### config.mk
export PLATFORM = sky130hd
export DESIGN_NAME = reg_file
export DESIGN_NICKNAME = d
export VERILOG_FILES = /design/src/logic/lsu_pkg.sv /design/src/logic/reg_file.sv
export SDC_FILE = /design/constraint.sdc
export NUM_CORES = 1
export LEC_CHECK = 0
export BUFFER_PORTS_ARGS = -buffer_cell sky130_fd_sc_hd__buf_4
export CORE_ASPECT_RATIO = 1.5
export CORE_MARGIN = 2
export CORE_UTILIZATION = 35
export DETAILED_ROUTE_END_ITERATION = 7
export PLACE_DENSITY_LB_ADDON = 0.25
export SYNTH_ARGS = -nofsm -noshare
export SYNTH_HDL_FRONTEND = slang
export SYNTH_SLANG_ARGS = --single-unit
### constraint.sdc
create_clock -name clk -period 3.6 [get_ports clk]
set_input_delay 0.18 -clock clk [delete_from_list [all_inputs] [get_ports clk]]
set_output_delay 0.18 -clock clk [all_outputs]
set_load 0.01 [all_outputs]
### src/logic/lsu_pkg.sv
package lsu_pkg;

    // --------------------
    // widths and sizes
    // --------------------
    localparam int XLEN       = 32;
    localparam int REG_ADDR_W = 5;              // 32 architectural registers
    localparam int RAM_WORDS  = 256;
    localparam int RAM_ADDR_W = $clog2(RAM_WORDS);

    // --------------------
    // instruction class
    // --------------------
    typedef enum logic [3:0] {
        OP_ALU,                                 // plain alu result to rd
        OP_LB,
        OP_LBU,
        OP_LH,
        OP_LHU,
        OP_LW,
        OP_LWL,                                 // unaligned left part
        OP_LWR,                                 // unaligned right part
        OP_SB,
        OP_SH,
        OP_SW,
        OP_NONE                                 // bubble, writes nothing
    } mem_op_e;

    // loads that read the data ram
    function automatic logic is_load(mem_op_e op);
        case (op)
            OP_LB, OP_LBU, OP_LH, OP_LHU, OP_LW, OP_LWL, OP_LWR: is_load = 1'b1;
            default: is_load = 1'b0;
        endcase
    endfunction

    function automatic logic is_store(mem_op_e op);
        case (op)
            OP_SB, OP_SH, OP_SW: is_store = 1'b1;
            default: is_store = 1'b0;
        endcase
    endfunction

endpackage

### src/logic/reg_file.sv
`timescale 1ns/100ps

module reg_file (
    input  logic                           clk,
    input  logic [3:0]                     we,
    input  logic [lsu_pkg::REG_ADDR_W-1:0] wnum,
    input  logic [lsu_pkg::XLEN-1:0]       wdata,
    input  logic [lsu_pkg::REG_ADDR_W-1:0] raddr,
    output logic [lsu_pkg::XLEN-1:0]       rdata
);
    import lsu_pkg::*;

    logic [XLEN-1:0] regs [1 << REG_ADDR_W];

    // --------------------
    // write port
    // --------------------
    // byte enables keep the lanes that lwl/lwr leave alone
    always_ff @(posedge clk) begin
        if (wnum != '0) begin                   // r0 is hardwired
            for (int i = 0; i < 4; i++) begin
                if (we[i]) begin
                    regs[wnum][8*i +: 8] <= wdata[8*i +: 8];
                end
            end
        end
    end

    // --------------------
    // read port
    // --------------------
    assign rdata = (raddr == '0) ? '0 : regs[raddr];   // combinational

endmodule

==> impl_metrics.tcl <==
set metrics [dict create \
    cp_max_fo 74 \
    clock_tree_from_tritoncts "yes" \
    wl_per_cell_um 27.9 \
    ir_drop_worst_vdd_mv 0.357 \
    core_sq_um 114000 \
    layout_min_cycle_time_ps 2980 \
    wl_met3_mm 5.37 \
    route.met2.wl_mm 56.5 \
    path_cells "buf_8 > buf_12 > mux2i_1 > a22oi_1 > nand4_1 > a211oi_1 > buf_4 > buf_4" \
    cts.repair_timing.setup_buffer_count 0 \
    comb_power_share 0.059 \
    timing.hold.worst.class "in2reg" \
    cts.path.max_buffers 3 \
    layout.filler_cells 9953 \
    power.switching_mw 5.27 \
    maxClockFrequency_ghz 0.335 \
    worst-endpoint-arrival_ps 2800 \
    critical-path-slowest-cell "a211oi_1" \
    report.final.setup_viol 0 \
    mappedNetlistArea_sq_um 40100 \
    cts.reportedPaths.clkPinSlew_ps 60 \
    detailedRoute.firstPassIterationCount 5 \
    maxCapViolations 0 \
    grt_util_all_layers 0.179 \
    post_synth_num_cell_types 31 \
    crit_top_cell "buf_4" \
    synth_area_per_cell_sq_um 19.6 \
    dieHeight_um 418 \
    worst_path_dominant_cell_family "buffers and inverters" \
    sequentialPowerShare 0.536 \
    number_of_warning_messages_in_the_yosys_log 0 \
    outcome "finished clean" \
    cp-end-kind "primary output" \
    cts-buffers-inserted 90 \
    overflow_left_after_global_routing 0 \
    grt_start_max_net_pins 75 \
    area_of_all_sequential_standard_cells_sq_um 30700 \
    rows 152 \
    post_detailed_routing_wire_length_mm 105 \
    slew-limit-headroom 0.229 \
    netSwitchingFraction 0.212 \
    timing.critical_path.buf_inv 4 \
    fp.dieW_um 280 \
    drt-met1-wl_mm 40.0 \
    finalMaxSlewViolations 0 \
    max_slew.worst_pin.slew_ps 1150 \
    num-nets-final 2288 \
    dieArea_sq_um 117000 \
    first_global_vias 20900 \
    via_per_inst 5.33 \
    critical_path_required_ps 3420 \
    routabilityCongestion 0.807 \
    power_leakage_nw 15.2 \
    largest_register_ff_count 1024 \
    power.density_nw_per_um2 538 \
    seq_area_frac_synth 0.768 \
    routed-via-count 20100 \
    fin_hold_ws_ps 145 \
    critPathLaunchType "input port" \
    final_layout_size_suffix_gt1_frac 0.211 \
    drt_iter0_drc 1694 \
    netlist_instances 2040 \
    critical_path_class "in2out" \
    multi_input_comb_area_sq_um 8720 \
    start_util 0.352 \
    ios 79 \
    placement.io_buffers 78 \
    ys_ff_latch 1024 \
    antenna_left 0 \
    cts-htree-levels 3 \
    register_with_the_most_flip_flops "regs" \
    antenna_violations_before_repair 6 \
    top_layer_used "met5" \
    clock_sinks 1024 \
    clkPwrFrac 0.404 \
    reg_top3 "regs x1024" \
    area.growth.synth_to_final_pct 15.1 \
    final.period_utilization 0.829 \
    resized_cells_post_cts 0 \
    grt_setup_unrepaired "false" \
    drt_drc_violations_left 0 \
    clock-root-buffer "clkbuf_16" \
    grt_first_pass_wirelength_mm 149 \
    report.final.hold_viol_count 0 \
    internal_power_mw 19.6 \
    timing.critical_path.slowest_cell_delay_ps 740 \
    tns_ps 0 \
    dp_hpwl_mm 67.7 \
]
[Yosys cell counts (all sizes together)]
cell type / count / share of area
mux4: 128 / 0.072
mux2i: 256 / 0.064
edfxtp: 1024 / 0.77
or3: 3 / 0.00047
a22oi: 32 / 0.0060
a211oi: 32 / 0.0060
nor2b: 8 / 0.0012
nand3b: 1 / 0.00019
nand2: 96 / 0.0092
mux2: 32 / 0.0090
a221oi: 32 / 0.0076
and3b: 2 / 0.00044
a21oi: 32 / 0.0040
or3b: 2 / 0.00044
clkbuf: 61 / 0.0058
o221ai: 64 / 0.014
inv: 1 / 0.000094
conb: 1 / 0.000094
and3: 6 / 0.00094
nand4: 32 / 0.0050
nor3b: 3 / 0.00056
buf: 66 / 0.013
nor2: 112 / 0.010
and2: 14 / 0.0022
[per-stage QoR]
stage / worst slack [ps] / power [mW] / util / std cells / area, sq um
after floorplan: 1770 / 14.3 / - / 2071 / 40200
after global placement: 653 / 15.0 / 0.375 / 3580 / 42700
after detailed placement: 632 / 15.0 / 0.375 / 3580 / 42700
after CTS: 625 / 25.0 / 0.405 / 3776 / 46100
after global routing: 589 / 25.5 / 0.405 / 3777 / 46100
final: 616 / 24.8 / 0.405 / 3779 / 46100
[power groups by stage]
stage	clock network, mW	logic [mW]	registers, mW
final	10.0	1.47	13.3
after global routing	10.6	1.56	13.3
after floorplan	0	0.765	13.6
after CTS	10.2	1.50	13.3
after global placement	0	1.44	13.6
after detailed placement	0	1.46	13.6
[per-layer routing]
layer | global-route usage | up-vias
li1 | - | 8726
met3 | 0.0286 | 157
met4 | 0.0674 | 4
met1 | 0.211 | 10600
met5 | 0.000841 | -
met2 | 0.327 | 623
[area by class of cell]
| cell class | count | area share |
|---|---|---|
| well taps | 1463 | 0.0397 |
| repair buffers | 205 | 0.0379 |
| inverters | 1 | 0.0000814 |
| clock buffers | 105 | 0.0524 |
| clock inverters | 59 | 0.0139 |
| multi-input cells | 919 | 0.189 |
| flip-flops and latches | 1024 | 0.667 |
| diodes | 3 | 0.000163 |
[final timing paths]
path,from,endpoint,slack (ps),depth (start not counted)
max,raddr[2],rdata[11],620,8
min,we[0],regs[3][7]$_DFFE_PP_,150,2
[kinds of logic (layout without fill, tap and decap cells)]
family,Yosys count,in the layout,synth area share
flops,1024,1024,0.768
compound gates,192,192,0.0376
mux,416,416,0.145
simple gates,279,279,0.0312
other cells,1,35,0.0000936
buf+inv,128,370,0.0185
[placed cells by master, fill, tap and decap left out, types with 64 or more instances in the layout]
| cell type | count |
|---|---|
| buf_4 | 162 |
| clkbuf_16 | 95 |
| edfxtp_1 | 1024 |
| mux2i_1 | 256 |
| mux4_2 | 128 |
| nand2_1 | 92 |
| nor2_1 | 110 |
| o221ai_1 | 64 |
[what timing repair did]
action | in CTS | in global routing
hold buffers | 32 | 0
hold endpoints to repair | 1024 | 0
endpoints found under the setup margin | 0 | 0
Power figures use the tool's default switching activity.
