--- config.mk ---
export PLATFORM = sky130hd
export DESIGN_NAME = wb_stage
export DESIGN_NICKNAME = d
export VERILOG_FILES = /design/src/logic/lsu_pkg.sv /design/src/logic/load_extend.sv /design/src/logic/unaligned_merge.sv /design/src/logic/wb_stage.sv
export SDC_FILE = /design/constraint.sdc
export NUM_CORES = 1
export LEC_CHECK = 0
export ABC_AREA = 1
export BUFFER_PORTS_ARGS = -buffer_cell sky130_fd_sc_hd__buf_2
export CORE_MARGIN = 3
export CORE_UTILIZATION = 51
export CTS_BUF_LIST = sky130_fd_sc_hd__clkbuf_8
export CTS_CLUSTER_DIAMETER = 100
export CTS_CLUSTER_SIZE = 28
export DETAILED_ROUTE_END_ITERATION = 16
export GPL_TIMING_DRIVEN = 0
export PLACE_DENSITY = 0.82
export SLEW_MARGIN = 20
export SYNTH_ARGS = -nofsm -noshare
export SYNTH_HDL_FRONTEND = slang
export SYNTH_HIERARCHICAL = 1
export SYNTH_SLANG_ARGS = --single-unit
--- constraint.sdc ---
create_clock -name clk -period 1.4 [get_ports clk]
set_input_delay 0 -clock clk [delete_from_list [all_inputs] [get_ports clk]]
set_output_delay 0 -clock clk [all_outputs]
set_load 0.02 [all_outputs]
--- src/logic/lsu_pkg.sv ---
package lsu_pkg;

    // --------------------
    // widths and sizes
    // --------------------
    localparam int XLEN       = 32;
    localparam int REG_ADDR_W = 5;              // 32 architectural registers
    localparam int RAM_WORDS  = 256;
    localparam int RAM_ADDR_W = $clog2(RAM_WORDS);

    // --------------------
    // instruction class
    // --------------------
    typedef enum logic [3:0] {
        OP_ALU,                                 // plain alu result to rd
        OP_LB,
        OP_LBU,
        OP_LH,
        OP_LHU,
        OP_LW,
        OP_LWL,                                 // unaligned left part
        OP_LWR,                                 // unaligned right part
        OP_SB,
        OP_SH,
        OP_SW,
        OP_NONE                                 // bubble, writes nothing
    } mem_op_e;

    // loads that read the data ram
    function automatic logic is_load(mem_op_e op);
        case (op)
            OP_LB, OP_LBU, OP_LH, OP_LHU, OP_LW, OP_LWL, OP_LWR: is_load = 1'b1;
            default: is_load = 1'b0;
        endcase
    endfunction

    function automatic logic is_store(mem_op_e op);
        case (op)
            OP_SB, OP_SH, OP_SW: is_store = 1'b1;
            default: is_store = 1'b0;
        endcase
    endfunction

endpackage

--- src/logic/load_extend.sv ---
`timescale 1ns/100ps

module load_extend (
    input  logic [lsu_pkg::XLEN-1:0] word,
    input  logic [1:0]               adrl,
    input  lsu_pkg::mem_op_e         op,
    output logic [lsu_pkg::XLEN-1:0] ext_out
);
    import lsu_pkg::*;

    logic [7:0]  sel_byte;
    logic [15:0] sel_half;

    // addressed byte and halfword
    assign sel_byte = word[8*adrl +: 8];
    assign sel_half = adrl[1] ? word[31:16] : word[15:0];

    always_comb begin
        case (op)
            OP_LB: begin
                ext_out = {{(XLEN-8){sel_byte[7]}}, sel_byte};
            end
            OP_LBU: begin
                ext_out = {{(XLEN-8){1'b0}}, sel_byte};
            end
            OP_LH: begin
                ext_out = {{(XLEN-16){sel_half[15]}}, sel_half};
            end
            OP_LHU: begin
                ext_out = {{(XLEN-16){1'b0}}, sel_half};
            end
            default: begin
                ext_out = word;                 // lw, full word
            end
        endcase
    end

endmodule

--- src/logic/unaligned_merge.sv ---
`timescale 1ns/100ps

module unaligned_merge (
    input  logic [lsu_pkg::XLEN-1:0] word,
    input  logic [1:0]               adrl,
    input  lsu_pkg::mem_op_e         op,
    output logic [lsu_pkg::XLEN-1:0] merge_data,
    output logic [3:0]               merge_we
);
    import lsu_pkg::*;

    logic [1:0]        rot_bytes;
    logic [2*XLEN-1:0] rot_dbl;

    // --------------------
    // byte rotation
    // --------------------
    // lwl: byte adrl goes to lane 3, a right rotate by adrl+1 bytes
    // lwr: byte adrl goes to lane 0, a right rotate by adrl bytes
    assign rot_bytes = (op == OP_LWL) ? adrl + 2'd1 : adrl;   // wraps mod 4
    assign rot_dbl   = {word, word} >> (8 * rot_bytes);

    always_comb begin
        case (op)
            OP_LWL: begin
                merge_data = rot_dbl[XLEN-1:0];
                merge_we   = 4'b1111 << (2'd3 - adrl);  // lanes 3 down to 3-adrl
            end
            OP_LWR: begin
                merge_data = rot_dbl[XLEN-1:0];
                merge_we   = 4'b1111 >> adrl;           // lanes 0 up to 3-adrl
            end
            default: begin
                merge_data = word;
                merge_we   = 4'b0000;
            end
        endcase
    end

endmodule

--- src/logic/wb_stage.sv ---
`timescale 1ns/100ps

module wb_stage (
    input  logic                           clk,
    input  logic                           rst_n,
    // from memory stage
    input  logic                           mem_valid,
    input  lsu_pkg::mem_op_e               mem_op,
    input  logic [lsu_pkg::XLEN-1:0]       mem_pc,
    input  logic [1:0]                     mem_adrl,
    input  logic [lsu_pkg::XLEN-1:0]       mem_wbdata,
    input  logic [lsu_pkg::REG_ADDR_W-1:0] mem_wnum,
    input  logic [lsu_pkg::XLEN-1:0]       dm_rdata,
    // register file write port
    output logic [3:0]                     rf_we,
    output logic [lsu_pkg::REG_ADDR_W-1:0] rf_wnum,
    output logic [lsu_pkg::XLEN-1:0]       rf_wdata,
    // write trace
    output logic [lsu_pkg::XLEN-1:0]       debug_wb_pc,
    output logic [3:0]                     debug_wb_rf_wen,
    output logic [lsu_pkg::REG_ADDR_W-1:0] debug_wb_rf_wnum,
    output logic [lsu_pkg::XLEN-1:0]       debug_wb_rf_wdata
);
    import lsu_pkg::*;

    logic [XLEN-1:0]       ext_out;
    logic [XLEN-1:0]       merge_data;
    logic [3:0]            merge_we;
    logic [3:0]            sel_we;
    logic [XLEN-1:0]       sel_wdata;

    logic                  wb_valid;
    logic [3:0]            wb_we;
    logic [XLEN-1:0]       wb_pc;
    logic [REG_ADDR_W-1:0] wb_wnum;
    logic [XLEN-1:0]       wb_wdata;

    load_extend u_load_extend (
        .word    (dm_rdata),
        .adrl    (mem_adrl),
        .op      (mem_op),
        .ext_out (ext_out)
    );

    unaligned_merge u_unaligned_merge (
        .word       (dm_rdata),
        .adrl       (mem_adrl),
        .op         (mem_op),
        .merge_data (merge_data),
        .merge_we   (merge_we)
    );

    // --------------------
    // writeback select
    // --------------------
    always_comb begin
        case (mem_op)
            OP_ALU: begin
                sel_wdata = mem_wbdata;
                sel_we    = 4'b1111;
            end
            OP_LB, OP_LBU, OP_LH, OP_LHU, OP_LW: begin
                sel_wdata = ext_out;
                sel_we    = 4'b1111;
            end
            OP_LWL, OP_LWR: begin
                sel_wdata = merge_data;
                sel_we    = merge_we;           // partial word
            end
            default: begin
                sel_wdata = mem_wbdata;
                sel_we    = 4'b0000;            // stores and bubbles
            end
        endcase
    end

    assign rf_we    = mem_valid ? sel_we : 4'b0000;
    assign rf_wnum  = mem_wnum;
    assign rf_wdata = sel_wdata;

    // --------------------
    // writeback register
    // --------------------
    always_ff @(posedge clk) begin
        if (!rst_n) begin
            wb_valid <= 1'b0;
            wb_we    <= 4'b0000;
        end else begin
            wb_valid <= mem_valid;
            wb_we    <= rf_we;
        end
    end

    always_ff @(posedge clk) begin
        wb_pc    <= mem_pc;
        wb_wnum  <= rf_wnum;
        wb_wdata <= rf_wdata;
    end

    // trace, one cycle behind the writeback register
    always_ff @(posedge clk) begin
        if (!rst_n) begin
            debug_wb_rf_wen <= 4'b0000;
        end else begin
            debug_wb_rf_wen <= wb_valid ? wb_we : 4'b0000;
        end
    end

    always_ff @(posedge clk) begin
        debug_wb_pc       <= wb_pc;
        debug_wb_rf_wnum  <= wb_wnum;
        debug_wb_rf_wdata <= wb_wdata;
    end

endmodule

==> reports/results.txt <==
Outcome = complete, but fails checks
Failing checks = negative setup slack
CP Max Fanout = 6
Cell variety after synth = 24
Worst-Margin Slew = 559 ps
Top post-synthesis cells by area = dfxtp_1 49%, nand3_1 20%, nand2_1 17%
Area occupied by multi-input gates = 3480 um^2
Initial core utilization = 52.6%
Largest net degree at the start of global routing = 17
#FFs+latches synth = 147
Clock sink count = 147
Register area share after synthesis = 48.8%
Global-route wire length before repair = 42400 um
Num ports = 224
Clk slew on worst S/H paths = 70 ps
Leading area contributor after synthesis = dfxtp_1
Initial DRT Pass Iterations = 11
Non-filler cells, final = 1361
Hpwl dp = 15100 um
Vias in the first global route = 7908
P_leak = 5.35 nW
Syn nets = 919
Netlist Area Pre-Place = 6030 um^2
Clock Tree Buf Depth = 2
Die H = 115 um
Async SR Flop Fraction = 0%
Pwr/cell area = 1070 nW/um^2
Buffers on Ports = 223
Commonest register cell after synthesis = dfxtp_1
Root Driver = clkbuf_8
Area added between synthesis and finish = 74.3%
Max incr delay on CP = 180 ps
Arr. time, crit path = 1670 ps
Antenna viol nets, final = 0
Fin crit share = 119%
WP data required = 1400 ps
Top-count cell post-synth = nand2_1
Syn Inst Count = 805
Synth warn = 6
Ant diodes = 0
Setup violators final = 36
Unrepaired setup endpoints after global routing = yes
Headroom to the max-slew limit = 62.7%
Core area = 11500 um^2
Fill cells = 445
Total Nets Final = 1320
Initial antenna violation count = 0
Post-synth EDFFs = 0
Dpl cells = 1171
Worst-skew pair later-pin latency = 470 ps
Num CTS Buffers = 17
Row cnt = 39
Final WL = 32200 um
Total GRT Usage = 41.4%
Crit path time final = 1670 ps
Hold Path Class = input pin to flop
Slowest CP cell = clkbuf_16
Sequential cell area = 2940 um^2
Syn_area_per_cell = 7.49 um^2
Yosys top cell area share = 48.8%
Critical Path Sink Type = output port
WS Path Type = input pin to output port
Max Slew Vio Count = 0
Crit path cell chain = buf_12, nor2_4, buf_12, buf_12, nand3_4, nand2_4, clkbuf_16, nand2_2, nand3_2, nand3_2, nand2_2, nand2_1, nand3_2, buf_6
Most frequent cells after synthesis = 271 x nand2_1, 246 x nand3_1, 147 x dfxtp_1
Final clock skew = 15.0 ps
CTS tree = done
Worst hold slack = 29.0 ps
Die W = 115 um
Maxcap violations = 0
# DRC = 0
Startpoint Class = input pin
Vias per cell = 6.21
F_max = 0.600 GHz
GRT overflow = 0
Wire per inst = 23.7 um
Setup WS post-layout = -268 ps
Cell Area, Placed = 7480 um^2
Die footprint = 13200 um^2
H-tree levels = 4
Worst vdd ir = 1620 uV
Fraction of layout cells with a size suffix above 1 = 46.0%
Final Hold Fails = 0
Post-Layout Inst Area = 10500 um^2
GPL Wtd Cong = 1.00
Drt initial violations = 1930
Total number of vias = 8454
Pre-CTS setup slack = -395 ps
## layout make-up
cell class	instances	share of cell area [%]
tap	143	1.70
timing repair buffer	381	28.0
clock buffer	18	2.36
clock inverter	13	1.19
inverter	37	1.58
multi-input combinational	575	33.2
sequential	147	28.0
buffer	47	3.99
## layer usage
layer  track usage (%)  up-vias  share of wire [%]
li1                  -     3440                  -
met1              46.8     3703                 32
met2              69.0      936                 45
met3              13.7      375                 14
met4              23.2        0                9.5
met5                 0        -                  0
## final timing paths
path / start / to / slack [ps] / cells past startpoint
hold reg to reg: wb_wdata[3] / debug_wb_rf_wdata[3] / 330 / 0
setup / recovery: mem_op[3] / rf_wdata[0] / -270 / 14
setup reg to reg: wb_valid / debug_wb_rf_wen[0] / 700 / 2
hold / removal: dm_rdata[8] / wb_wdata[8] / 30 / 5
## placed cells by master, fill, tap and decap left out, drive strengths merged
cell type	count
dfxtp	147
ha	4
bufinv	1
clkinv	3
clkbuf	27
nor2	21
clkinvlp	4
buf	330
inv	42
o21ai	1
nand4	4
nand2	284
dlygate4sd3	88
nand3	251
or2	7
o22ai	2
a21o	1
dlymetal6s4s	1
## report_power, final
| group | internal (mW) | switching [mW] |
|---|---|---|
| clock | 1.47 | 1.83 |
| sequential | 4.53 | 0.134 |
| combinational | 1.36 | 1.91 |
## sequential cells by signal, summed over array words and instances (netlist names), 4 cells and up
name               count
debug_wb_pc           32
debug_wb_rf_wdata     32
debug_wb_rf_wen        4
debug_wb_rf_wnum       5
wb_pc                 32
wb_wdata              32
wb_we                  4
wb_wnum                5
## worst max-delay path, delay by kind of cell
kind / cells / cell delay (ps)
simple gates: 9 / 980
buf+inv: 5 / 670
## what timing repair did
action / 4_1_cts / 5_1_grt
hold buffers: 89 / 0
cloned: 8 / 1
endpoints found under the setup margin: 33 / 38
gates resized for setup: 187 / 110
pin swaps: 58 / 50
hold endpoints to repair: 74 / 0
setup buffers: 38 / 25
## through the flow
step	power, mW	TNS (ps)	util (%)
global route	11.5	-6640	91.6
global placement	6.69	-19670	65.2
CTS	10.5	-1080	86.3
floorplan	5.95	0	-
finish	11.2	-5840	91.6
detailed placement	6.73	-19090	65.2
## cell families (layout without fill, tap and decap cells)
kind of cell / count (synthesis) / in the layout / share of synthesized area (%)
adders and majority gates: 4 / 4 / 0.830
AOI/OAI and AO/OA: 4 / 4 / 0.415
DFF: 147 / 147 / 48.8
and+or+nand+nor: 566 / 567 / 42.6
buffers and inverters: 84 / 496 / 7.29
Note: power is estimated with default switching activity, not from simulation.
