**src/logic/lsu_pkg.sv**
```systemverilog
package lsu_pkg;

    // --------------------
    // widths and sizes
    // --------------------
    localparam int XLEN       = 32;
    localparam int REG_ADDR_W = 5;              // 32 architectural registers
    localparam int RAM_WORDS  = 256;
    localparam int RAM_ADDR_W = $clog2(RAM_WORDS);

    // --------------------
    // instruction class
    // --------------------
    typedef enum logic [3:0] {
        OP_ALU,                                 // plain alu result to rd
        OP_LB,
        OP_LBU,
        OP_LH,
        OP_LHU,
        OP_LW,
        OP_LWL,                                 // unaligned left part
        OP_LWR,                                 // unaligned right part
        OP_SB,
        OP_SH,
        OP_SW,
        OP_NONE                                 // bubble, writes nothing
    } mem_op_e;

    // loads that read the data ram
    function automatic logic is_load(mem_op_e op);
        case (op)
            OP_LB, OP_LBU, OP_LH, OP_LHU, OP_LW, OP_LWL, OP_LWR: is_load = 1'b1;
            default: is_load = 1'b0;
        endcase
    endfunction

    function automatic logic is_store(mem_op_e op);
        case (op)
            OP_SB, OP_SH, OP_SW: is_store = 1'b1;
            default: is_store = 1'b0;
        endcase
    endfunction

endpackage

```
**src/logic/mem_stage.sv**
```systemverilog
`timescale 1ns/100ps

module mem_stage (
    input  logic                           clk,
    input  logic                           rst_n,
    // from execute
    input  logic                           in_valid,
    input  lsu_pkg::mem_op_e               in_op,
    input  logic [lsu_pkg::XLEN-1:0]       in_pc,
    input  logic [lsu_pkg::XLEN-1:0]       in_addr,
    input  logic [lsu_pkg::XLEN-1:0]       in_store_data,
    input  logic [lsu_pkg::XLEN-1:0]       in_alu_result,
    input  logic [lsu_pkg::REG_ADDR_W-1:0] in_wnum,
    // data ram request
    output logic                           ram_en,
    output logic [3:0]                     ram_we,
    output logic [lsu_pkg::RAM_ADDR_W-1:0] ram_addr,
    output logic [lsu_pkg::XLEN-1:0]       ram_wdata,
    // to writeback
    output logic                           mem_valid,
    output lsu_pkg::mem_op_e               mem_op,
    output logic [lsu_pkg::XLEN-1:0]       mem_pc,
    output logic [1:0]                     mem_adrl,
    output logic [lsu_pkg::XLEN-1:0]       mem_wbdata,
    output logic [lsu_pkg::REG_ADDR_W-1:0] mem_wnum
);
    import lsu_pkg::*;

    // --------------------
    // ram request
    // --------------------
    assign ram_en   = in_valid && (is_load(in_op) || is_store(in_op));
    assign ram_addr = in_addr[RAM_ADDR_W+1:2];  // word address

    // store lanes: data replicated, strobes pick the addressed bytes
    always_comb begin
        ram_we    = 4'b0000;
        ram_wdata = in_store_data;
        if (in_valid) begin
            case (in_op)
                OP_SB: begin
                    ram_we    = 4'b0001 << in_addr[1:0];
                    ram_wdata = {4{in_store_data[7:0]}};
                end
                OP_SH: begin
                    ram_we    = in_addr[1] ? 4'b1100 : 4'b0011;
                    ram_wdata = {2{in_store_data[15:0]}};
                end
                OP_SW: begin
                    ram_we    = 4'b1111;
                end
                default: begin
                    ram_we    = 4'b0000;    // loads and alu ops
                end
            endcase
        end
    end

    // --------------------
    // pipeline register
    // --------------------
    always_ff @(posedge clk) begin
        if (!rst_n) begin
            mem_valid <= 1'b0;
            mem_op    <= OP_NONE;
        end else begin
            mem_valid <= in_valid;
            mem_op    <= in_valid ? in_op : OP_NONE;  // empty slot writes nothing
        end
    end

    // payload only follows a valid slot
    always_ff @(posedge clk) begin
        if (in_valid) begin
            mem_pc     <= in_pc;
            mem_adrl   <= in_addr[1:0];
            mem_wbdata <= in_alu_result;
            mem_wnum   <= in_wnum;
        end
    end

endmodule

```
**config.mk**
```make
export PLATFORM = sky130hd
export DESIGN_NAME = mem_stage
export DESIGN_NICKNAME = d
export VERILOG_FILES = /design/src/logic/lsu_pkg.sv /design/src/logic/mem_stage.sv
export SDC_FILE = /design/constraint.sdc
export NUM_CORES = 1
export LEC_CHECK = 0
export BUFFER_PORTS_ARGS = -buffer_cell sky130_fd_sc_hd__buf_2
export CAP_MARGIN = 0
export CORE_AREA = 2 2 100 102
export CTS_CLUSTER_DIAMETER = 80
export CTS_CLUSTER_SIZE = 20
export DETAILED_ROUTE_END_ITERATION = 7
export DIE_AREA = 0 0 102 104
export PLACE_DENSITY = 0.68
export SLEW_MARGIN = 20
export SYNTH_ARGS = -nofsm -noshare
export SYNTH_HDL_FRONTEND = slang
export SYNTH_SLANG_ARGS = --single-unit
```
**constraint.sdc**
```tcl
create_clock -name clk -period 1.3 [get_ports clk]
set_input_delay 0.065 -clock clk [delete_from_list [all_inputs] [get_ports clk]]
set_output_delay 0.065 -clock clk [all_outputs]
set_load 0.05 [all_outputs]
```
==> results of run 1 <==
logic make-up after synthesis:
| logic type | after synthesis | synth area share |
|---|---|---|
| flops | 76 | 0.772 |
| buf+inv | 25 | 0.0601 |
| mux | 24 | 0.100 |
| simple gates | 19 | 0.0329 |
| compound gates | 18 | 0.0346 |
worst paths after layout:
| kind | from | endpoint | depth (start not counted) | slack [ns] |
|---|---|---|---|---|
| max | in_op[0] | ram_wdata[9] | 4 | -0.08 |
| min | in_op[3] | mem_op[3] | 3 | 0.04 |
layout make-up:
class,count,area share
Sequential cell,76,0.425
Multi-Input combinational cell,61,0.105
Tap cell,133,0.0317
Inverter,3,0.00215
Timing Repair Buffer,308,0.402
Clock buffer,14,0.0272
Clock inverter,2,0.00667
stage by stage:
| stage | hold slack [ns] | power [mW] | cells | utilization |
|---|---|---|---|---|
| global placement | 0.131 | 4.50 | 509 | 0.435 |
| detailed placement | 0.131 | 4.51 | 509 | 0.435 |
| floorplan | 0.164 | 4.10 | 162 | - |
| CTS | 0.0802 | 6.39 | 597 | 0.543 |
| global route | 0.0559 | 6.60 | 597 | 0.550 |
| finish | 0.0405 | 6.38 | 597 | 0.550 |
cells in the mapped netlist, drive strengths merged:
library cell	instances	area, µm²
a211o	1	8.76
a21o	1	7.51
a21oi	13	65.1
and3	1	6.26
buf	22	163
dfxtp	5	100
edfxtp	71	2130
inv	3	11.3
mux2	16	210
mux2i	8	80.1
nand2	3	11.3
nand2b	1	6.26
nor2	10	37.5
nor4bb	1	10.0
o21ai	2	10.0
o41ai	1	8.76
or2	2	12.5
or4	1	11.3
placed cells by master (no fill, tap or decap), types with 2 or more instances in the layout:
cell type | netlist | routed
dlygate4sd3_1 | 0 | 72
nand2_1 | 3 | 2
mux2_4 | 8 | 16
or2_2 | 2 | 2
a21oi_1 | 13 | 8
buf_6 | 2 | 20
dfxtp_1 | 5 | 5
clkbuf_4 | 0 | 2
nor2_1 | 10 | 10
o21ai_0 | 2 | 2
buf_4 | 16 | 17
clkbuf_1 | 0 | 5
edfxtp_1 | 71 | 71
buf_8 | 0 | 2
a21oi_2 | 0 | 5
buf_2 | 4 | 194
mux2i_1 | 8 | 8
inv_1 | 3 | 3
clkbuf_8 | 0 | 9
flip-flops by register name, indices dropped and copies added (netlist names):
signal	cells
mem_adrl	2
mem_op	4
mem_pc	32
mem_valid	1
mem_wbdata	32
mem_wnum	5
layer usage:
| metal | wire (µm) | up-vias |
|---|---|---|
| met5 | 0 | - |
| met4 | 334 | 0 |
| met3 | 963 | 31 |
| met2 | 4720 | 165 |
| met1 | 3450 | 1162 |
| li1 | - | 1180 |
worst max-delay path, delay by kind of cell:
kind / cells / cell delay, ns
buffers and inverters: 2 / 0.24
muxes: 1 / 0.35
and+or+nand+nor: 1 / 0.65
what timing repair did:
action | CTS | global route
buffers inserted | 0 | 0
resized for setup | 44 | 18
hold endpoints to repair | 73 | 0
endpoints found under the setup margin | 21 | 23
hold buffers | 72 | 0
pin swaps | 1 | 0
report_power, final:
group	internal, mW	switching [mW]	leakage [nW]
Combinational	0.584	1.22	1.58
Clock	0.889	0.749	0.0887
Sequential	2.88	0.0494	0.736
==> results.yml, run 1 <==
route:
  drc_errors: 0
  first_pass_iters: 4
  vias: 2538
  drtAntennaViolNets: 0
  viasPerCell: 4.25
  wl_per_cell_um: 15.9
  first_iter_violations: 55
  wl_um: 9470
sta:
  setup_slack_ns: -0.0846
  fmax_ghz: 0.722
  maxSlewHeadroom: 0.640
  fin_crit_sh: 1.07
  finalHoldViolCount: 0
  finalWorstPathRequiredPeriod_ns: 1.38
  slew_violations: 0
  worstMarginPinSlew_ns: 0.540
  tns_ns: -0.621
  setup_viol: 8
  rsz0062_at_grt: "yes"
global_routing:
  grt_max_degree: 45
  grt_pass1_wl_um: 13900
  overflow: 0
  grt_use_total: 0.173
  met2_usage: 0.303
  grt_pass1_vias: 2689
  grt_use_met1: 0.181
  top_usage_layer: "met2"
  use_met3: 0.0544
  antenna_found_initial: 0
cells_and_area:
  nets: 599
  final_design_area_no_fill_um2: 5250
  fillCellCount: 796
  multi_input_area_um2: 552
  num_antenna_cells: 0
  seqCellArea_um2: 2230
  syn_to_final_growth_pct: 81.5
  drive_above_1_share: 0.588
placement:
  place_area_um2: 4150
  dpl.hpwl_um: 6240
  dp_slack_ns: -0.188
  gp_congestion: 0.801
  numPortBuffers: 222
setup_path:
  worst-setup-path-type: "in -> out"
  cp.required_ns: 1.24
  worstPathCellList: "buf_6 -> or4_4 -> mux2_4 -> buf_8"
  path_max_fanout: 8
  slowest_stage: "or4_4"
  slowest_delay_ns: 0.65
  worst_ep_arrival_time_ns: 1.32
  startpoint_type: "input port"
  worstSetupEndpointType: "output pin"
clock_network:
  clock-sinks: 76
  clkTransAtPathRegs_ns: 0.06
  ctsLongestPathBuffers: 2
  cts_tree: "built"
  cts_made_buffers: 9
  cts_max_level: 3
  cts-root-buf: "clkbuf_8"
floorplanning:
  core_um2: 9550
  die_h_um: 104
  die-area_um2: 10600
  rows: 36
  ios: 261
  die_w_um: 102
  start_util: 0.303
synthesis:
  synth_warnings: 0
  ys_types: 21
  synth_cells: 162
  ys_seq_elements: 76
  syn_area_per_cell_um2: 17.8
  yosysSeqAreaShare: 0.772
  syn_nets: 302
  syn_area_um2: 2890
job:
  cap_violations: 0
pwr:
  cellPowerDensity_nw_per_um2: 1210
  peakVddDrop_mv: 0.605
  p_leak_nw: 2.41
outcome:
  outcome: "finished with violations"
  violations: "setup timing"
worst_hold_path:
  hold_path.class: "in -> reg"
Power figures use the tool's default switching activity.
==> run 2, diff against run 1 <==
--- a/config.mk
+++ b/config.mk
@@ -7,11 +7,12 @@
 export LEC_CHECK = 0
 export BUFFER_PORTS_ARGS = -buffer_cell sky130_fd_sc_hd__buf_2
 export CAP_MARGIN = 0
-export CORE_AREA = 2 2 100 102
+export CORE_AREA = 3 3 101 103
 export CTS_CLUSTER_DIAMETER = 80
 export CTS_CLUSTER_SIZE = 20
 export DETAILED_ROUTE_END_ITERATION = 7
-export DIE_AREA = 0 0 102 104
+export DIE_AREA = 0 0 104 106
+export HOLD_SLACK_MARGIN = 0.05
 export PLACE_DENSITY = 0.68
 export SLEW_MARGIN = 20
 export SYNTH_ARGS = -nofsm -noshare
==> results.yml, run 2 (synthesis gave the netlist of run 1 again) <==
sta:
  fmax_ghz: 0.717
  tns_ns: -1.85
  worstMarginPinSlew_ns: 0.386
  rsz0062_at_grt: "yes"
  whs_ns: 0.130
  finalWorstPathRequiredPeriod_ns: 1.39
  setup_slack_ns: -0.0941
  maxSlewHeadroom: 0.743
  fin_crit_sh: 1.07
  finalHoldViolCount: 0
  slew_violations: 0
  setup_viol: 23
clock_network:
  cts-root-buf: "clkbuf_8"
  cts_tree: "built"
  ctsLongestPathBuffers: 2
  cts_made_buffers: 9
  clock-sinks: 76
  cts_max_level: 3
placement:
  gp_congestion: 0.761
  dpl.hpwl_um: 6930
  dp.cells: 508
  numPortBuffers: 222
  place_area_um2: 4180
  dp_slack_ns: -0.182
cells_and_area:
  drive_above_1_share: 0.630
  num_antenna_cells: 0
  nets: 612
  layout.cells.most_common: "buf_2"
  final_design_area_no_fill_um2: 5570
  reg_top3: "mem_pc: 32 flops, mem_wbdata: 32 flops, mem_wnum: 5 flops"
  postLayoutCoreUtil: 0.600
  final_cell_mix: "buf_2, dlygate4sd3_1, edfxtp_1"
  syn_to_final_growth_pct: 92.8
  layout.cells.non_filler: 605
pwr:
  seqPwrFrac: 0.461
  p_int_mw: 4.21
  combPwrFrac: 0.306
  p_leak_nw: 2.54
  clkPwrFrac: 0.233
  peakVddDrop_mv: 0.451
  p_sw_mw: 2.14
  power_mw: 6.35
  swShare: 0.337
  cellPowerDensity_nw_per_um2: 1140
route:
  dr_wl_met3_um: 1010
  drtAntennaViolNets: 0
  wl_met2_um: 5960
  vias: 2654
  m1WireLength_um: 3920
  wl_um: 11200
  dr.max_layer_used: "met4"
  wl_per_cell_um: 18.6
  first_pass_iters: 4
  first_iter_violations: 136
  drc_errors: 0
  viasPerCell: 4.39
setup_path:
  slowest_delay_ns: 0.31
  worstSetupEndpointType: "output pin"
  cp.required_ns: 1.24
  critPathLaunch: "in_op[1]"
  cpLargestDelayFamily: "buffers and inverters"
  startpoint_type: "input port"
  path_max_fanout: 6
  critPathBufInv: 5
  worstPathCellList: "buf_8 -> buf_12 -> nor4bb_4 -> buf_6 -> buf_12 -> mux2_4 -> buf_8"
  slowest_stage: "mux2_4"
  worst_ep_arrival_time_ns: 1.33
  worst-setup-path-type: "in -> out"
outcome:
  outcome: "finished with violations"
  violations: "setup timing"
floorplanning:
  die_h_um: 106
  ios: 261
  core_um2: 9280
  rows: 35
  start_util: 0.311
  die-area_um2: 11000
  die_w_um: 104
worst_hold_path:
  hold_path.startpoint: "in_addr[6]"
  hold_depth: 0
  hold_path.class: "in -> out"
  hold_end: "ram_addr[4]"
global_routing:
  grt_use_total: 0.199
  antenna_found_initial: 0
  grt_pass1_wl_um: 16600
  grt_pass1_vias: 2916
  overflow: 0
  grt_max_degree: 31
job:
  cap_violations: 0
## run 2: cell count changes in the layout (fill, tap and decap cells not counted), sizes merged
| cell | previous run | this run |
|---|---|---|
| buf | 234 | 249 |
| clkbuf | 16 | 10 |
| clkinv | 1 | 3 |
| bufinv | 1 | 0 |
| clkinvlp | 0 | 1 |
| inv | 3 | 4 |
## run 2: how the worst max path moves through the flow
stage,to,slack [ns],depth (start not counted)
finish,ram_wdata[16],-0.09,7
detailed placement,ram_wdata[9],-0.18,5
CTS,ram_wdata[16],-0.12,7
global route,ram_wdata[27],-0.13,9
global placement,ram_wdata[19],-0.17,6
floorplan,ram_wdata[25],-0.26,5
## run 2: repair_timing
item | in CTS | in global routing
setup endpoints to repair | 24 | 24
pin swaps | 4 | 2
hold buffers | 72 | 0
gates cloned | 3 | 0
buffers inserted | 7 | 0
hold endpoints to repair | 75 | 0
gates resized for setup | 95 | 12
## run 2: cell type report
cell class                 count  area [µm²]
multi-input combinational     61         631
tap                          129         161
sequential                    76        2230
timing repair buffer         321        2380
fill                         711        3710
clock buffer                  10         128
inverter                       3        11.3
clock inverter                 5        28.8
## run 2: power by group through the flow
stage | Combinational, mW | Sequential, mW | Clock [mW]
after floorplan | 0.451 | 3.64 | 0
after global placement | 1.56 | 2.97 | 0
after detailed placement | 1.57 | 2.97 | 0
after CTS | 1.91 | 2.92 | 1.51
after global routing | 2.01 | 2.95 | 1.60
final | 1.94 | 2.93 | 1.48
## run 2: routing by layer
layer | GRT usage | vias up
met4 | 0.0826 | 0
met2 | 0.382 | 181
met5 | 0 | -
li1 | - | 1207
met3 | 0.0510 | 29
met1 | 0.204 | 1237
==> run 3, diff against run 2 <==
--- a/config.mk
+++ b/config.mk
@@ -5,6 +5,7 @@
 export SDC_FILE = /design/constraint.sdc
 export NUM_CORES = 1
 export LEC_CHECK = 0
+export ABC_AREA = 1
 export BUFFER_PORTS_ARGS = -buffer_cell sky130_fd_sc_hd__buf_2
 export CAP_MARGIN = 0
 export CORE_AREA = 3 3 101 103
@@ -12,6 +13,7 @@
 export CTS_CLUSTER_SIZE = 20
 export DETAILED_ROUTE_END_ITERATION = 7
 export DIE_AREA = 0 0 104 106
+export GPL_TIMING_DRIVEN = 0
 export HOLD_SLACK_MARGIN = 0.05
 export PLACE_DENSITY = 0.68
 export SLEW_MARGIN = 20
==> results.yml, run 3 <==
outcome:
  outcome: "completed"
global_routing:
  grt_pass1_vias: 2975
  grt_use_met1: 0.199
  grt_use_total: 0.191
  top_usage_layer: "met2"
  grt_max_degree: 31
  grt_pass1_wl_um: 16300
  antenna_found_initial: 0
  use_met3: 0.0680
  overflow: 0
  met2_usage: 0.358
setup_path:
  cp.required_ns: 1.24
  path_max_fanout: 10
  critPathLaunch: "in_op[2]"
  worst-setup-path-type: "in -> out"
  worstSetupEndpointType: "output pin"
  startpoint_type: "input port"
  worst_ep_arrival_time_ns: 1.19
cells_and_area:
  postLayoutCoreUtil: 0.593
  final_cell_mix: "buf_2, nand2_1, dlygate4sd3_1"
  final_design_area_no_fill_um2: 5510
  layout.cells.most_common: "buf_2"
  fillCellCount: 759
  layout.cells.non_filler: 696
  nets: 702
  reg_top3: "mem_pc: 32 flops, mem_wbdata: 32 flops, mem_wnum: 5 flops"
  num_antenna_cells: 0
  drive_above_1_share: 0.511
  syn_to_final_growth_pct: 85.7
clock_network:
  clkTransAtPathRegs_ns: 0.08
  cts_made_buffers: 9
  clock-sinks: 76
  cts_tree: "built"
  ctsLongestPathBuffers: 2
  cts-root-buf: "clkbuf_8"
  cts_max_level: 3
synthesis:
  yosysTopAreaCellShare: 0.719
  async_reset_ff_frac: 0
  yosys-top-cells-area: "edfxtp_1, nand2_1, buf_4, dfxtp_1, nand3_1"
  synth.most_common_cell: "nand2_1"
  synth-edff-count: 71
  synth_cells: 233
  ys_seq_elements: 76
  synth_commonest_cells: "nand2_1, edfxtp_1, nand3_1"
  ys_types: 16
  syn_area_per_cell_um2: 12.7
  syn_area_um2: 2970
  yosysTopAreaCell: "edfxtp_1"
  synth_warnings: 0
  syn_nets: 373
  yosysSeqAreaShare: 0.752
  synth_ff_type: "edfxtp_1"
floorplanning:
  core_um2: 9280
  die_w_um: 104
  rows: 35
  die_h_um: 106
  ios: 261
  die-area_um2: 11000
  start_util: 0.320
sta:
  fin_crit_sh: 0.965
  setup_viol: 0
  tns_ns: 0
  maxSlewHeadroom: 0.655
  slew_violations: 0
  worstMarginPinSlew_ns: 0.517
  finalHoldViolCount: 0
  whs_ns: 0.194
  finalWorstPathRequiredPeriod_ns: 1.25
  setup_slack_ns: 0.0461
  fmax_ghz: 0.798
pwr:
  peakVddDrop_mv: 0.718
  cellPowerDensity_nw_per_um2: 1250
  p_leak_nw: 2.71
  power_mw: 6.86
placement:
  dpl.hpwl_um: 7120
  dp.cells: 593
  dp_slack_ns: -0.177
  numPortBuffers: 230
  gp_congestion: 0.797
  place_area_um2: 4310
worst_hold_path:
  hold_path.startpoint: "in_valid"
  hold_path.class: "in -> reg"
route:
  viasPerCell: 4.34
  first_iter_violations: 110
  wl_per_cell_um: 16.1
  drtAntennaViolNets: 0
  wl_um: 11200
  vias: 3018
  first_pass_iters: 4
  drc_errors: 0
job:
  cap_violations: 0
## run 3: changes by cell type after synthesis, sizes merged, moves of 8 or more
cell / delta
nand3: +19
inv: +9
a21oi: -13
nand2: +90
mux2: -16
mux2i: -8
## run 3: cells by family (layout without fill, tap and decap cells)
family          Yosys count  in the layout  synth area share
simple gates            122            122             0.175
flops                    76             76             0.752
buf+inv                  32            366            0.0666
compound gates            3              3           0.00591
## run 3: metal layers
| layer | up-vias | wire (µm) | share of wire |
|---|---|---|---|
| met5 | - | 0 | 0 |
| met4 | 0 | 257 | 0.023 |
| met3 | 14 | 1120 | 0.10 |
| met2 | 192 | 5850 | 0.52 |
| met1 | 1383 | 3990 | 0.36 |
| li1 | 1429 | - | - |
## run 3: worst max-delay path: stages
cell,delay [ns]
buf_2,0.13
inv_2,0.08
nand2_4,0.08
nor2_4,0.23
nand2_4,0.10
buf_6,0.16
nand2_1,0.07
nand2_1,0.07
buf_4,0.19
## run 3: worst paths after layout
path	end	slack [ns]	depth (start not counted)
hold / removal	mem_pc[13]	0.19	2
setup / recovery	ram_wdata[19]	0.05	9
## run 3: what timing repair did
item | 4_1_cts | 5_1_grt
resized for setup | 7 | 41
hold buffers | 79 | 0
endpoints found under the setup margin | 28 | 29
setup buffers | 0 | 7
cloned | 1 | 0
endpoints found under the hold margin | 82 | 0
pin swaps | 0 | 2
## run 3: layout make-up
cell class,instances,area [µm²],area share
Buffer,20,155,0.0282
Multi-Input combinational cell,125,559,0.102
Clock inverter,7,105,0.0191
Clock buffer,9,124,0.0225
Inverter,12,45.0,0.00818
Sequential cell,76,2230,0.405
Tap cell,129,161,0.0293
Timing Repair Buffer,318,2130,0.386
## run 3: report_power, final
group	switching (mW)	internal, mW
Combinational	1.34	0.585
Sequential	0.0538	2.88
Clock	0.891	1.11
Total	2.28	4.58
